<file path="src/rtl/cmo_pkg.sv">
// Cache maintenance handler shared definitions
// Geometry, vector types and the operation and state encodings
package cmo_pkg;

    // Cache geometry
    localparam int CMO_SETS     = 4;
    localparam int CMO_WAYS     = 2;
    localparam int CMO_ADDR_W   = 32;
    localparam int CMO_OFFSET_W = 6;
    localparam int CMO_TID_W    = 4;

    // Derived widths
    localparam int CMO_SET_W   = $clog2(CMO_SETS);
    localparam int CMO_NLINE_W = CMO_ADDR_W - CMO_OFFSET_W;
    localparam int CMO_TAG_W   = CMO_NLINE_W - CMO_SET_W;

    typedef logic [CMO_ADDR_W-1:0]  addr_t;
    typedef logic [CMO_SET_W-1:0]   set_t;
    typedef logic [CMO_TAG_W-1:0]   tag_t;
    typedef logic [CMO_NLINE_W-1:0] nline_t;
    typedef logic [CMO_WAYS-1:0]    way_vec_t;
    typedef logic [CMO_TID_W-1:0]   tid_t;

    typedef enum logic [1:0] {
        CMO_FENCE,
        CMO_INVAL_NLINE,
        CMO_INVAL_ALL,
        CMO_FLUSH_ALL
    } cmo_op_t;

    typedef enum logic [2:0] {
        ST_IDLE,
        ST_FENCE_WAIT,
        ST_WAIT_EMPTY,
        ST_INVAL_CHECK,
        ST_INVAL_SET,
        ST_FLUSH_WALK,
        ST_FLUSH_DRAIN
    } cmo_state_t;

endpackage

</file>
<file path="src/rtl/cmo_set_way_walker.sv">
// Set and way walker for the whole-cache operations
// One-hot way pointer, set index moves on when the way wraps
module cmo_set_way_walker (
    input  logic                clk_i,
    input  logic                rst_ni,
    input  logic                start_i,
    input  logic                step_i,
    output cmo_pkg::set_t       set_o,
    output cmo_pkg::way_vec_t   way_o,
    output logic                done_o
);
    import cmo_pkg::*;

    set_t     set_q;
    way_vec_t way_q;
    logic     way_last;

    assign way_last = way_q[CMO_WAYS-1];
    assign set_o    = set_q;
    assign way_o    = way_q;
    assign done_o   = way_last && (set_q == set_t'(CMO_SETS - 1));

    always_ff @(posedge clk_i or negedge rst_ni) begin
        if (!rst_ni) begin
            set_q <= '0;
            way_q <= way_vec_t'(1);
        end else if (start_i && step_i) begin
            // Set stride, used when the ways are not walked
            set_q <= set_q + 1'b1;
            way_q <= way_vec_t'(1);
        end else if (start_i) begin
            set_q <= '0;
            way_q <= way_vec_t'(1);
        end else if (step_i) begin
            way_q <= way_last ? way_vec_t'(1) : {way_q[CMO_WAYS-2:0], 1'b0};
            if (way_last) begin
                set_q <= set_q + 1'b1;
            end
        end
    end

endmodule

</file>
<file path="src/rtl/cmo_flush_queue.sv">
// Write-back request FIFO towards the flush controller
module cmo_flush_queue #(
    parameter int FLUSH_FIFO_DEPTH = 3
) (
    input  logic                clk_i,
    input  logic                rst_ni,
    input  logic                push_i,
    input  cmo_pkg::nline_t     push_nline_i,
    input  cmo_pkg::way_vec_t   push_way_i,
    output logic                room_o,
    output logic                empty_o,
    input  logic                pop_ready_i,
    output logic                valid_o,
    output cmo_pkg::nline_t     nline_o,
    output cmo_pkg::way_vec_t   way_o
);
    import cmo_pkg::*;

    localparam int PTR_W = $clog2(FLUSH_FIFO_DEPTH);
    localparam int CNT_W = $clog2(FLUSH_FIFO_DEPTH + 1);

    nline_t           nline_mem [FLUSH_FIFO_DEPTH];
    way_vec_t         way_mem   [FLUSH_FIFO_DEPTH];
    logic [PTR_W-1:0] wr_ptr_q;
    logic [PTR_W-1:0] rd_ptr_q;
    logic [CNT_W-1:0] count_q;
    logic             pop;

    function automatic logic [PTR_W-1:0] next_ptr(logic [PTR_W-1:0] ptr);
        return (ptr == PTR_W'(FLUSH_FIFO_DEPTH - 1)) ? '0 : ptr + 1'b1;
    endfunction

    assign valid_o = (count_q != '0);
    assign empty_o = !valid_o;
    assign pop     = valid_o && pop_ready_i;
    assign nline_o = nline_mem[rd_ptr_q];
    assign way_o   = way_mem[rd_ptr_q];

    // Two free slots: one result being written, one check still in flight
    assign room_o = (count_q <= CNT_W'(FLUSH_FIFO_DEPTH - 2));

    always_ff @(posedge clk_i or negedge rst_ni) begin
        if (!rst_ni) begin
            wr_ptr_q <= '0;
            rd_ptr_q <= '0;
            count_q  <= '0;
        end else begin
            if (push_i) begin
                wr_ptr_q <= next_ptr(wr_ptr_q);
            end
            if (pop) begin
                rd_ptr_q <= next_ptr(rd_ptr_q);
            end
            if (push_i && !pop) begin
                count_q <= count_q + 1'b1;
            end else if (pop && !push_i) begin
                count_q <= count_q - 1'b1;
            end
        end
    end

    always_ff @(posedge clk_i) begin
        if (push_i) begin
            nline_mem[wr_ptr_q] <= push_nline_i;
            way_mem[wr_ptr_q]   <= push_way_i;
        end
    end

endmodule

</file>
<file path="src/rtl/cmo_sequencer.sv">
// Maintenance request sequencer
// Drives the directory strobes, the fence and the held core response
module cmo_sequencer (
    input  logic                clk_i,
    input  logic                rst_ni,

    input  logic                wbuf_empty_i,
    input  logic                mshr_empty_i,
    input  logic                rtab_empty_i,

    input  logic                req_valid_i,
    output logic                req_ready_o,
    input  cmo_pkg::cmo_op_t    req_op_i,
    input  cmo_pkg::addr_t      req_addr_i,
    input  cmo_pkg::tid_t       req_tid_i,
    input  logic                req_need_rsp_i,
    output logic                req_wait_o,

    input  logic                core_rsp_ready_i,
    output logic                core_rsp_valid_o,
    output cmo_pkg::tid_t       core_rsp_tid_o,

    output logic                wbuf_flush_all_o,

    output logic                dir_check_nline_o,
    output cmo_pkg::set_t       dir_check_nline_set_o,
    output cmo_pkg::tag_t       dir_check_nline_tag_o,
    input  cmo_pkg::way_vec_t   dir_check_nline_hit_way_i,
    input  logic                dir_check_nline_dirty_i,

    output logic                dir_check_entry_o,
    output cmo_pkg::set_t       dir_check_entry_set_o,
    output cmo_pkg::way_vec_t   dir_check_entry_way_o,
    input  logic                dir_check_entry_valid_i,
    input  logic                dir_check_entry_dirty_i,
    input  cmo_pkg::tag_t       dir_check_entry_tag_i,

    output logic                dir_inval_o,
    output cmo_pkg::set_t       dir_inval_set_o,
    output cmo_pkg::way_vec_t   dir_inval_way_o,

    output logic                walk_start_o,
    output logic                walk_step_o,
    input  cmo_pkg::set_t       walk_set_i,
    input  cmo_pkg::way_vec_t   walk_way_i,
    input  logic                walk_done_i,

    output logic                fq_push_o,
    output cmo_pkg::nline_t     fq_nline_o,
    output cmo_pkg::way_vec_t   fq_way_o,
    input  logic                fq_room_i,
    input  logic                fq_empty_i
);
    import cmo_pkg::*;

    cmo_state_t state_q, state_d;
    cmo_op_t    op_q;
    nline_t     nline_q;
    tid_t       rsp_tid_q;
    logic       need_rsp_q;
    logic       rsp_valid_q, rsp_valid_d;

    // Last entry check, its result arrives one cycle later
    logic       pend_valid_q, pend_valid_d;
    set_t       pend_set_q;
    way_vec_t   pend_way_q;

    logic       accept;
    logic       tables_empty;
    logic       finish;
    set_t       line_set;
    tag_t       line_tag;

    // First working state of an operation once the tables are empty
    function automatic cmo_state_t op_state(cmo_op_t op);
        case (op)
            CMO_INVAL_NLINE: return ST_INVAL_CHECK;
            CMO_INVAL_ALL:   return ST_INVAL_SET;
            CMO_FLUSH_ALL:   return ST_FLUSH_WALK;
            default:         return ST_IDLE;
        endcase
    endfunction

    assign line_set     = nline_q[CMO_SET_W-1:0];
    assign line_tag     = nline_q[CMO_NLINE_W-1:CMO_SET_W];
    assign tables_empty = mshr_empty_i && rtab_empty_i;

    assign req_ready_o = (state_q == ST_IDLE) && (!rsp_valid_q || core_rsp_ready_i);
    assign accept      = req_valid_i && req_ready_o;
    assign req_wait_o  = (state_q == ST_FENCE_WAIT) || (state_q == ST_WAIT_EMPTY);

    assign core_rsp_valid_o = rsp_valid_q;
    assign core_rsp_tid_o   = rsp_tid_q;

    assign dir_check_nline_set_o = line_set;
    assign dir_check_nline_tag_o = line_tag;
    assign dir_check_entry_set_o = walk_set_i;
    assign dir_check_entry_way_o = walk_way_i;

    // Valid dirty entries go to the write-back queue with the directory tag
    assign fq_push_o  = pend_valid_q && dir_check_entry_valid_i && dir_check_entry_dirty_i;
    assign fq_nline_o = {dir_check_entry_tag_i, pend_set_q};
    assign fq_way_o   = pend_way_q;

    always_comb begin
        state_d           = state_q;
        rsp_valid_d       = rsp_valid_q && !core_rsp_ready_i;
        pend_valid_d      = 1'b0;
        finish            = 1'b0;
        wbuf_flush_all_o  = 1'b0;
        walk_start_o      = accept;
        walk_step_o       = 1'b0;
        dir_check_nline_o = 1'b0;
        dir_check_entry_o = 1'b0;
        dir_inval_o       = 1'b0;
        dir_inval_set_o   = line_set;
        dir_inval_way_o   = '0;

        case (state_q)
            ST_IDLE: begin
                if (accept) begin
                    if (req_op_i == CMO_FENCE) begin
                        // Open write buffer entries are pushed out first
                        wbuf_flush_all_o = rtab_empty_i;
                        if (wbuf_empty_i && rtab_empty_i) begin
                            rsp_valid_d = req_need_rsp_i;
                        end else begin
                            state_d = ST_FENCE_WAIT;
                        end
                    end else if (tables_empty) begin
                        state_d = op_state(req_op_i);
                    end else begin
                        state_d = ST_WAIT_EMPTY;
                    end
                end
            end
            ST_FENCE_WAIT: begin
                wbuf_flush_all_o = rtab_empty_i;
                finish           = wbuf_empty_i && rtab_empty_i;
            end
            ST_WAIT_EMPTY: begin
                if (tables_empty) begin
                    state_d = op_state(op_q);
                end
            end
            ST_INVAL_CHECK: begin
                dir_check_nline_o = 1'b1;
                state_d           = ST_INVAL_SET;
            end
            ST_INVAL_SET: begin
                if (op_q == CMO_INVAL_NLINE) begin
                    dir_inval_o     = |dir_check_nline_hit_way_i;
                    dir_inval_way_o = dir_check_nline_hit_way_i;
                    finish          = 1'b1;
                end else begin
                    // One whole set per cycle, walker strides by set
                    dir_inval_o     = 1'b1;
                    dir_inval_set_o = walk_set_i;
                    dir_inval_way_o = '1;
                    walk_start_o    = 1'b1;
                    walk_step_o     = 1'b1;
                    finish          = (walk_set_i == set_t'(CMO_SETS - 1));
                end
            end
            ST_FLUSH_WALK: begin
                // Stall on a full queue so no checked entry gets dropped
                if (fq_room_i) begin
                    dir_check_entry_o = 1'b1;
                    pend_valid_d      = 1'b1;
                    if (walk_done_i) begin
                        state_d = ST_FLUSH_DRAIN;
                    end else begin
                        walk_step_o = 1'b1;
                    end
                end
            end
            ST_FLUSH_DRAIN: begin
                finish = !pend_valid_q && fq_empty_i;
            end
            default: begin
                state_d = ST_IDLE;
            end
        endcase

        if (finish) begin
            state_d     = ST_IDLE;
            rsp_valid_d = need_rsp_q;
        end
    end

    always_ff @(posedge clk_i or negedge rst_ni) begin
        if (!rst_ni) begin
            state_q      <= ST_IDLE;
            rsp_valid_q  <= 1'b0;
            pend_valid_q <= 1'b0;
        end else begin
            state_q      <= state_d;
            rsp_valid_q  <= rsp_valid_d;
            pend_valid_q <= pend_valid_d;
        end
    end

    always_ff @(posedge clk_i) begin
        if (accept) begin
            op_q       <= req_op_i;
            nline_q    <= req_addr_i[CMO_OFFSET_W +: CMO_NLINE_W];
            rsp_tid_q  <= req_tid_i;
            need_rsp_q <= req_need_rsp_i;
        end
        if (dir_check_entry_o) begin
            pend_set_q <= walk_set_i;
            pend_way_q <= walk_way_i;
        end
    end

endmodule

</file>
<file path="src/rtl/cmo_top.sv">
// Cache maintenance operation handler
// Sequencer, set/way walker and write-back request queue
module cmo_top #(
    parameter int FLUSH_FIFO_DEPTH = 3
) (
    input  logic                clk_i,
    input  logic                rst_ni,

    input  logic                wbuf_empty_i,
    input  logic                mshr_empty_i,
    input  logic                rtab_empty_i,

    input  logic                req_valid_i,
    output logic                req_ready_o,
    input  cmo_pkg::cmo_op_t    req_op_i,
    input  cmo_pkg::addr_t      req_addr_i,
    input  cmo_pkg::tid_t       req_tid_i,
    input  logic                req_need_rsp_i,
    output logic                req_wait_o,

    input  logic                core_rsp_ready_i,
    output logic                core_rsp_valid_o,
    output cmo_pkg::tid_t       core_rsp_tid_o,

    output logic                wbuf_flush_all_o,

    output logic                dir_check_nline_o,
    output cmo_pkg::set_t       dir_check_nline_set_o,
    output cmo_pkg::tag_t       dir_check_nline_tag_o,
    input  cmo_pkg::way_vec_t   dir_check_nline_hit_way_i,
    input  logic                dir_check_nline_dirty_i,

    output logic                dir_check_entry_o,
    output cmo_pkg::set_t       dir_check_entry_set_o,
    output cmo_pkg::way_vec_t   dir_check_entry_way_o,
    input  logic                dir_check_entry_valid_i,
    input  logic                dir_check_entry_dirty_i,
    input  cmo_pkg::tag_t       dir_check_entry_tag_i,

    output logic                dir_inval_o,
    output cmo_pkg::set_t       dir_inval_set_o,
    output cmo_pkg::way_vec_t   dir_inval_way_o,

    output logic                flush_alloc_o,
    input  logic                flush_alloc_ready_i,
    output cmo_pkg::nline_t     flush_alloc_nline_o,
    output cmo_pkg::way_vec_t   flush_alloc_way_o
);
    import cmo_pkg::*;

    logic     walk_start;
    logic     walk_step;
    set_t     walk_set;
    way_vec_t walk_way;
    logic     walk_done;

    logic     fq_push;
    nline_t   fq_nline;
    way_vec_t fq_way;
    logic     fq_room;
    logic     fq_empty;

    // Request, directory and response ports share the top-level names
    cmo_sequencer u_sequencer (
        .*,
        .walk_start_o (walk_start),
        .walk_step_o  (walk_step),
        .walk_set_i   (walk_set),
        .walk_way_i   (walk_way),
        .walk_done_i  (walk_done),
        .fq_push_o    (fq_push),
        .fq_nline_o   (fq_nline),
        .fq_way_o     (fq_way),
        .fq_room_i    (fq_room),
        .fq_empty_i   (fq_empty)
    );

    cmo_set_way_walker u_walker (
        .clk_i   (clk_i),
        .rst_ni  (rst_ni),
        .start_i (walk_start),
        .step_i  (walk_step),
        .set_o   (walk_set),
        .way_o   (walk_way),
        .done_o  (walk_done)
    );

    cmo_flush_queue #(
        .FLUSH_FIFO_DEPTH (FLUSH_FIFO_DEPTH)
    ) u_flush_queue (
        .clk_i        (clk_i),
        .rst_ni       (rst_ni),
        .push_i       (fq_push),
        .push_nline_i (fq_nline),
        .push_way_i   (fq_way),
        .room_o       (fq_room),
        .empty_o      (fq_empty),
        .pop_ready_i  (flush_alloc_ready_i),
        .valid_o      (flush_alloc_o),
        .nline_o      (flush_alloc_nline_o),
        .way_o        (flush_alloc_way_o)
    );

endmodule

</file>
<file path="config.mk">
export PLATFORM = sky130hd
export DESIGN_NAME = cmo_top
export DESIGN_NICKNAME = d
export VERILOG_FILES = /design/src/rtl/cmo_pkg.sv /design/src/rtl/cmo_set_way_walker.sv /design/src/rtl/cmo_flush_queue.sv /design/src/rtl/cmo_sequencer.sv /design/src/rtl/cmo_top.sv
export SDC_FILE = /design/constraint.sdc
export NUM_CORES = 1
export LEC_CHECK = 0
export BUFFER_PORTS_ARGS = -buffer_cell sky130_fd_sc_hd__buf_4
export CORE_MARGIN = 1
export CORE_UTILIZATION = 36
export CTS_CLUSTER_SIZE = 30
export DETAILED_ROUTE_END_ITERATION = 12
export PLACE_DENSITY_LB_ADDON = 0.05
export SLEW_MARGIN = 20
export SYNTH_ARGS = -nofsm -noshare
export SYNTH_HDL_FRONTEND = slang
export SYNTH_SLANG_ARGS = --single-unit
</file>
<file path="constraint.sdc">
create_clock -name clk_i -period 3.4 [get_ports clk_i]
set_clock_uncertainty 0.1 [all_clocks]
set_input_delay 1.02 -clock clk_i [delete_from_list [all_inputs] [get_ports clk_i]]
set_output_delay 1.02 -clock clk_i [all_outputs]
set_load 0.05 [all_outputs]
</file>
---- Word level (Yosys, flattened, before mapping) ----
Memory sizes are Yosys's and may differ from the RTL's.
Cells that the tools add are included.
operators by class
  reduce and logical (&&, ||, !) cells .... 31
  muxes and demuxes ....................... 50
  eq/ne operators ......................... 21
  add/sub/neg operators ................... 5
  magnitude comparators ................... 1
operators by type and width
  operator             number
  $mux 2               16
  $mux 3               8
  $mux 1               20
  $pmux 3 s3           2
  $pmux 3 s5           1
  $eq 2x2->1 const B   7
  $logic_and 1x1->1    13
  $eq 3x3->1 const B   3
  $ne 3x1->1 const B   3
  $add 2x1->2 const B  4
  $eq 3x2->1 const B   2
  $logic_not 1->1      6
  $reduce_and 6->1     1
  $reduce_bool 3->1    2
  $eq 2x1->1 const B   2
  $ne 4x3->1 const B   1
  $pmux 1 s2           2
  $reduce_bool 2->1    2
  $eq 3x1->1 const B   1
  $logic_not 3->1      1
  $ne 3x2->1 const B   1
  $pmux 1 s3           1
  $reduce_or 3->1      1
  $le 2x1->1 const B   1
  6 further kinds      7
storage, ports and cells
  output and inout bits ................... 74
  memory bits (writable) .................. 84
  register bits ........................... 52
  memories kept ........................... 2
memories
  memory                   words  width  rd ports  clocked after memory_dff  wr ports  RTL line               text
  u_flush_queue.nline_mem  3      26     1         0                         1         cmo_flush_queue.sv:22  nline_t nline_mem [FLUSH_FIFO_DEPTH];
  u_flush_queue.way_mem    3      2      1         0                         1         cmo_flush_queue.sv:23  way_vec_t way_mem [FLUSH_FIFO_DEPTH];

---- Longest topological paths before layout ----
  depth after elaboration ................. 9
  depth in mapped cells ................... 7
  depth with buffers taken out ............ 7

---- Cells and area by module ----
From an unflattened synthesis, not the netlist that was laid out.
unflattened totals
  cell total of the unflattened synthesis .. 361
  area total of the unflattened synthesis .. 5525.3 um2
modules (own cells, without submodules)
  module              times used  area each (um2)  cells each  seq. area each (um2)
  cmo_flush_queue     1           3455.8           207         2672.6
  cmo_sequencer       1           1881.8           138         1236.2
  cmo_set_way_walker  1           187.7            16          101.3

---- Worst setup path after synthesis ----
Ideal clock, no wire load.
  path type ............................... input port to output port
  from .................................... input req_op_i[0]
  to ...................................... output wbuf_flush_all_o
  path slack .............................. -608 ps
  arrival time ............................ 2888 ps
  stages .................................. 3
  required time ........................... 2280 ps
  cells stage by stage .................... nor2_1 -> a31oi_1 -> nor4b_1
on the way
  longest elaborated chain between the ends .. 4
ends and longest elaborated chain
  what             RTL line              text
  from (decl)      cmo_top.sv:15         input cmo_pkg::cmo_op_t req_op_i,
  $logic_not 2->1  cmo_sequencer.sv:122  if (req_op_i == CMO_FENCE) begin
  $mux 1           cmo_sequencer.sv:122
  $mux 1           cmo_sequencer.sv:121  if (accept) begin
  $pmux 1 s2       cmo_sequencer.sv:119  case (state_q)
  to (decl)        cmo_top.sv:25         output logic wbuf_flush_all_o,
Every way passes these cells.

---- Worst setup path after layout ----
  from .................................... register u_sequencer.state_q[1]
  to ...................................... output dir_inval_set_o[0]
on the way
  longest elaborated chain between the ends .. 2
ends and longest elaborated chain
  what                    RTL line              text
  from (decl)             cmo_sequencer.sv:56   cmo_state_t state_q, state_d;
  from (signal assigned)  cmo_sequencer.sv:197  state_q <= state_d;
  $eq 3x3->1              cmo_sequencer.sv:119
  $mux 2                  cmo_sequencer.sv:119
  to (decl)               cmo_top.sv:41         output cmo_pkg::set_t dir_inval_set_o,
Every way passes these cells.

==> results.sh <==
export IMPL_drive_above_1_share_pct=40.0
export IMPL_wire_per_inst_um=15.3
export IMPL_netSwitchingPower_uw=2570
export IMPL_hold_viol=0
export IMPL_path_clk_slew_ns=0.06
export IMPL_synth_top_cell_by_area="edfxtp_1"
export IMPL_endpoint_kind="primary output"
export IMPL_ys_warn_count=0
export IMPL_syn_nets=413
export IMPL_cap_violations=0
export IMPL_drv_slew=0
export IMPL_cts_made_buffers=17
export IMPL_critPathLaunchType="flip-flop"
export IMPL_place_hpwl_mm=6.93
export IMPL_path_buf_inv=1
export IMPL_outcome="finished clean"
export IMPL_io_pins=150
export IMPL_synth_area_sq_um=5280
export IMPL_synth_top_family_by_area="compound AO/OA/AOI/OAI gates"
export IMPL_die_width_um=123
export IMPL_cts_root_buf="clkbuf_16"
export IMPL_rrSetupSlack_ns=1.28
export IMPL_grt_max_degree=34
export IMPL_cts_hold_buffers=0
export IMPL_grt_pass1_wl_mm=15.8
export IMPL_dr_pass1_iters=4
export IMPL_rr_startpoint="u_sequencer.state_q[0]$_DFFE_PN0P_"
export IMPL_cts_sinks=136
export IMPL_core_area_sq_um=14100
export IMPL_yosys_area_top_type_share_pct=68.8
export IMPL_max_stage_delay_ns=0.62
export IMPL_synthTopCellsByCount="121 x edfxtp_1, 36 x nand2_1, 31 x o21ai_0"
export IMPL_worstPathCellList="and2b_4, and2b_4, nand2_2, mux2_2, buf_4"
export IMPL_async_flop_share_pct=11.0
export IMPL_setup_viol=0
export IMPL_overflow=0
export IMPL_crit_required_ns=2.28
export IMPL_r2r_end="u_sequencer.nline_q[17]$_DFFE_PP_"
export IMPL_ys_types=50
export IMPL_p_int_uw=3940
export IMPL_path_depth=5
export IMPL_cts_buffer_depth=2
export IMPL_cts_resized=0
export IMPL_relSlewSlack_pct=64.7
export IMPL_grt_pass1_vias=3189
export IMPL_yosysMostFrequentCell="edfxtp_1"
export IMPL_synth_avg_cell_area_sq_um=15.9
export IMPL_worstSetupStartpoint="u_sequencer.state_q[1]$_DFFE_PN0P_"
export IMPL_post_route_period_util_pct=94.9
export IMPL_crit_end="dir_inval_set_o[0]"
export IMPL_synth_xor_area_share_pct=0.332
export IMPL_routed_via_density=4.65
export IMPL_synth_mux_area_share_pct=6.33
export IMPL_max_freq_ghz=0.310
export IMPL_dr_total_vias=3161
export IMPL_nNetsFinal=568
export IMPL_pwr_share_comb_pct=40.0
export IMPL_synthAdderAreaFrac_pct=0.948
export IMPL_post_route_util_pct=50.7
export IMPL_placedCellCount=649
export IMPL_fin_crit_ns=3.23
export IMPL_rows=43
export IMPL_portBuffers=142
export IMPL_routed_wl_mm=10.4
export IMPL_die_area_sq_um=15200
export IMPL_instances_no_fill=680
export IMPL_critical_path_class="flip-flop to primary output"
export IMPL_cp_arrival_ns=2.11
export IMPL_rsz0062_at_grt="no"
export IMPL_antenna_found_initial=0
export IMPL_holdWs_ns=0.364
export IMPL_critical_path_max_fanout=13
export IMPL_powerDensity_nw_per_um2=911
export IMPL_diodes=0
export IMPL_tns_ns=0
export IMPL_path_common_cell="and2b_4"
export IMPL_cpLargestDelayFamily="flip-flops"
export IMPL_drc_errors=0
export IMPL_seq_area_frac_synth_pct=75.9
export IMPL_track_usage_pct=14.4
export IMPL_cts_tree="yes"
export IMPL_syn2layout_area_growth_pct=35.3
export IMPL_r2r_cells=4
export IMPL_cts_htree_levels=4
export IMPL_synthTopCellsByArea="edfxtp_1 69%, dfrtp_1 6.6%, mux2i_1 5.7%"
export IMPL_start_util_pct=37.5
export IMPL_synth_edf_count=121
export IMPL_synth_compound_area_share_pct=7.63
export IMPL_routabilityCongestion=0.739
export IMPL_cpMaxStageDelayCell="dfrtp_1"
export IMPL_power_frac_clock_pct=25.8
export IMPL_hold_path_class="primary input to asynchronous set/reset pin"
export IMPL_drtIter0Drc=137
export IMPL_dieHeight_um=123
export IMPL_seqPwrFrac_pct=34.2
export IMPL_synth_simple_gate_area_share_pct=6.97
export IMPL_switching_share_pct=39.5
export IMPL_ant_nets=0
export IMPL_synth_seq_cells=136
export IMPL_ys_flop_type="edfxtp_1"
export IMPL_vdd_drop_max_uv=407
export IMPL_insertion_delay_ns=0.41
export IMPL_synth_cells=333
export IMPL_tightest_slew_ns=0.529
export IMPL_post_cts_setup_buffers=0
export IMPL_leakage_uw=0.00282
through the flow:
stage / power, uW / area, sq um / worst slack (ns)
after floorplan: 4120 / 5300 / 0.0719
after global placement: 4890 / 6610 / 0.373
after detailed placement: 4900 / 6610 / 0.381
after CTS: 6600 / 7150 / 0.149
after global routing: 6830 / 7150 / 0.0504
final: 6510 / 7150 / 0.173
flip-flops by register name, summed over array words and instances (netlist names), 3 cells and up:
name,count
u_sequencer.core_rsp_tid_o,4
u_flush_queue.way_mem,6
u_sequencer.nline_q,26
u_sequencer.state_q,3
u_flush_queue.nline_mem,78
how the worst min path moves through the flow:
| stage | from | to | slack [ns] | depth (start not counted) |
|---|---|---|---|---|
| 6_report | rst_ni | u_sequencer.state_q[0]$_DFFE_PN0P_ | 0.36 | 1 |
| 5_1_grt | rst_ni | u_sequencer.state_q[0]$_DFFE_PN0P_ | 0.35 | 1 |
| 4_1_cts | rst_ni | u_sequencer.state_q[0]$_DFFE_PN0P_ | 0.36 | 1 |
| 3_5_place_dp | u_sequencer.pend_set_q[1]$_DFFE_PP_ | u_flush_queue.nline_mem[0][1]$_DFFE_PP_ | 0.36 | 0 |
| 3_3_place_gp | u_sequencer.pend_set_q[1]$_DFFE_PP_ | u_flush_queue.nline_mem[0][1]$_DFFE_PP_ | 0.35 | 0 |
| 2_1_floorplan | u_sequencer.pend_set_q[0]$_DFFE_PP_ | u_flush_queue.nline_mem[0][0]$_DFFE_PP_ | 0.34 | 0 |
layer usage:
| layer | track usage, % | up-vias | share of wire, % |
|---|---|---|---|
| li1 | - | 1572 | - |
| met1 | 15.9 | 1474 | 42 |
| met2 | 23.7 | 106 | 48 |
| met3 | 7.06 | 9 | 9.0 |
| met4 | 5.87 | 0 | 0.82 |
| met5 | 0 | - | 0 |
kinds of logic (layout without fill, tap and decap cells):
logic type | Yosys count | after routing
buf+inv | 22 | 189
flops | 136 | 136
xor+xnor | 2 | 2
simple gates | 73 | 73
compound gates | 63 | 63
mux | 33 | 33
fa+ha+maj | 4 | 4
cells in the final DEF (no fill, tap or decap), types with 2 or more instances in the layout:
cell type / instances
a31oi_1: 2
nand2b_1: 7
a21oi_1: 8
o22ai_1: 2
nand3b_1: 2
clkinv_2: 6
ha_1: 4
mux2i_1: 30
nand2b_2: 2
clkbuf_16: 17
buf_4: 150
nand2_1: 36
nand2_2: 2
a21o_1: 2
nor2_1: 6
dfrtp_2: 2
edfxtp_1: 121
nand3_1: 6
bufinv_16: 2
o21ai_0: 31
o21a_1: 3
inv_1: 7
o31a_1: 2
clkinv_1: 4
nor2_2: 2
nor3b_4: 2
mux2_2: 2
and2b_4: 2
dfrtp_1: 12
power by group through the flow:
stage | combinational [uW] | sequential [uW] | clock, uW
after floorplan | 1620 | 2490 | 0
after global placement | 2630 | 2260 | 0
final | 2600 | 2230 | 1680
after global routing | 2770 | 2260 | 1800
after CTS | 2640 | 2230 | 1720
after detailed placement | 2640 | 2260 | 0
area by class of cell:
type                       instances  area (sq um)
clock buffer                      18           429
tap                              180           225
timing repair buffer             150          1130
inverter                           8          30.0
fill                            1199          6950
multi-input combinational        175          1210
sequential                       136          4010
clock inverter                    13           113
worst reg2reg max path, delay by kind of cell, from the launching register on:
kind                   cells  cell delay, ns
buffers and inverters      2            0.48
DFF                        1            0.57
and+or+nand+nor            2            0.60
Power figures use the tool's default switching activity.
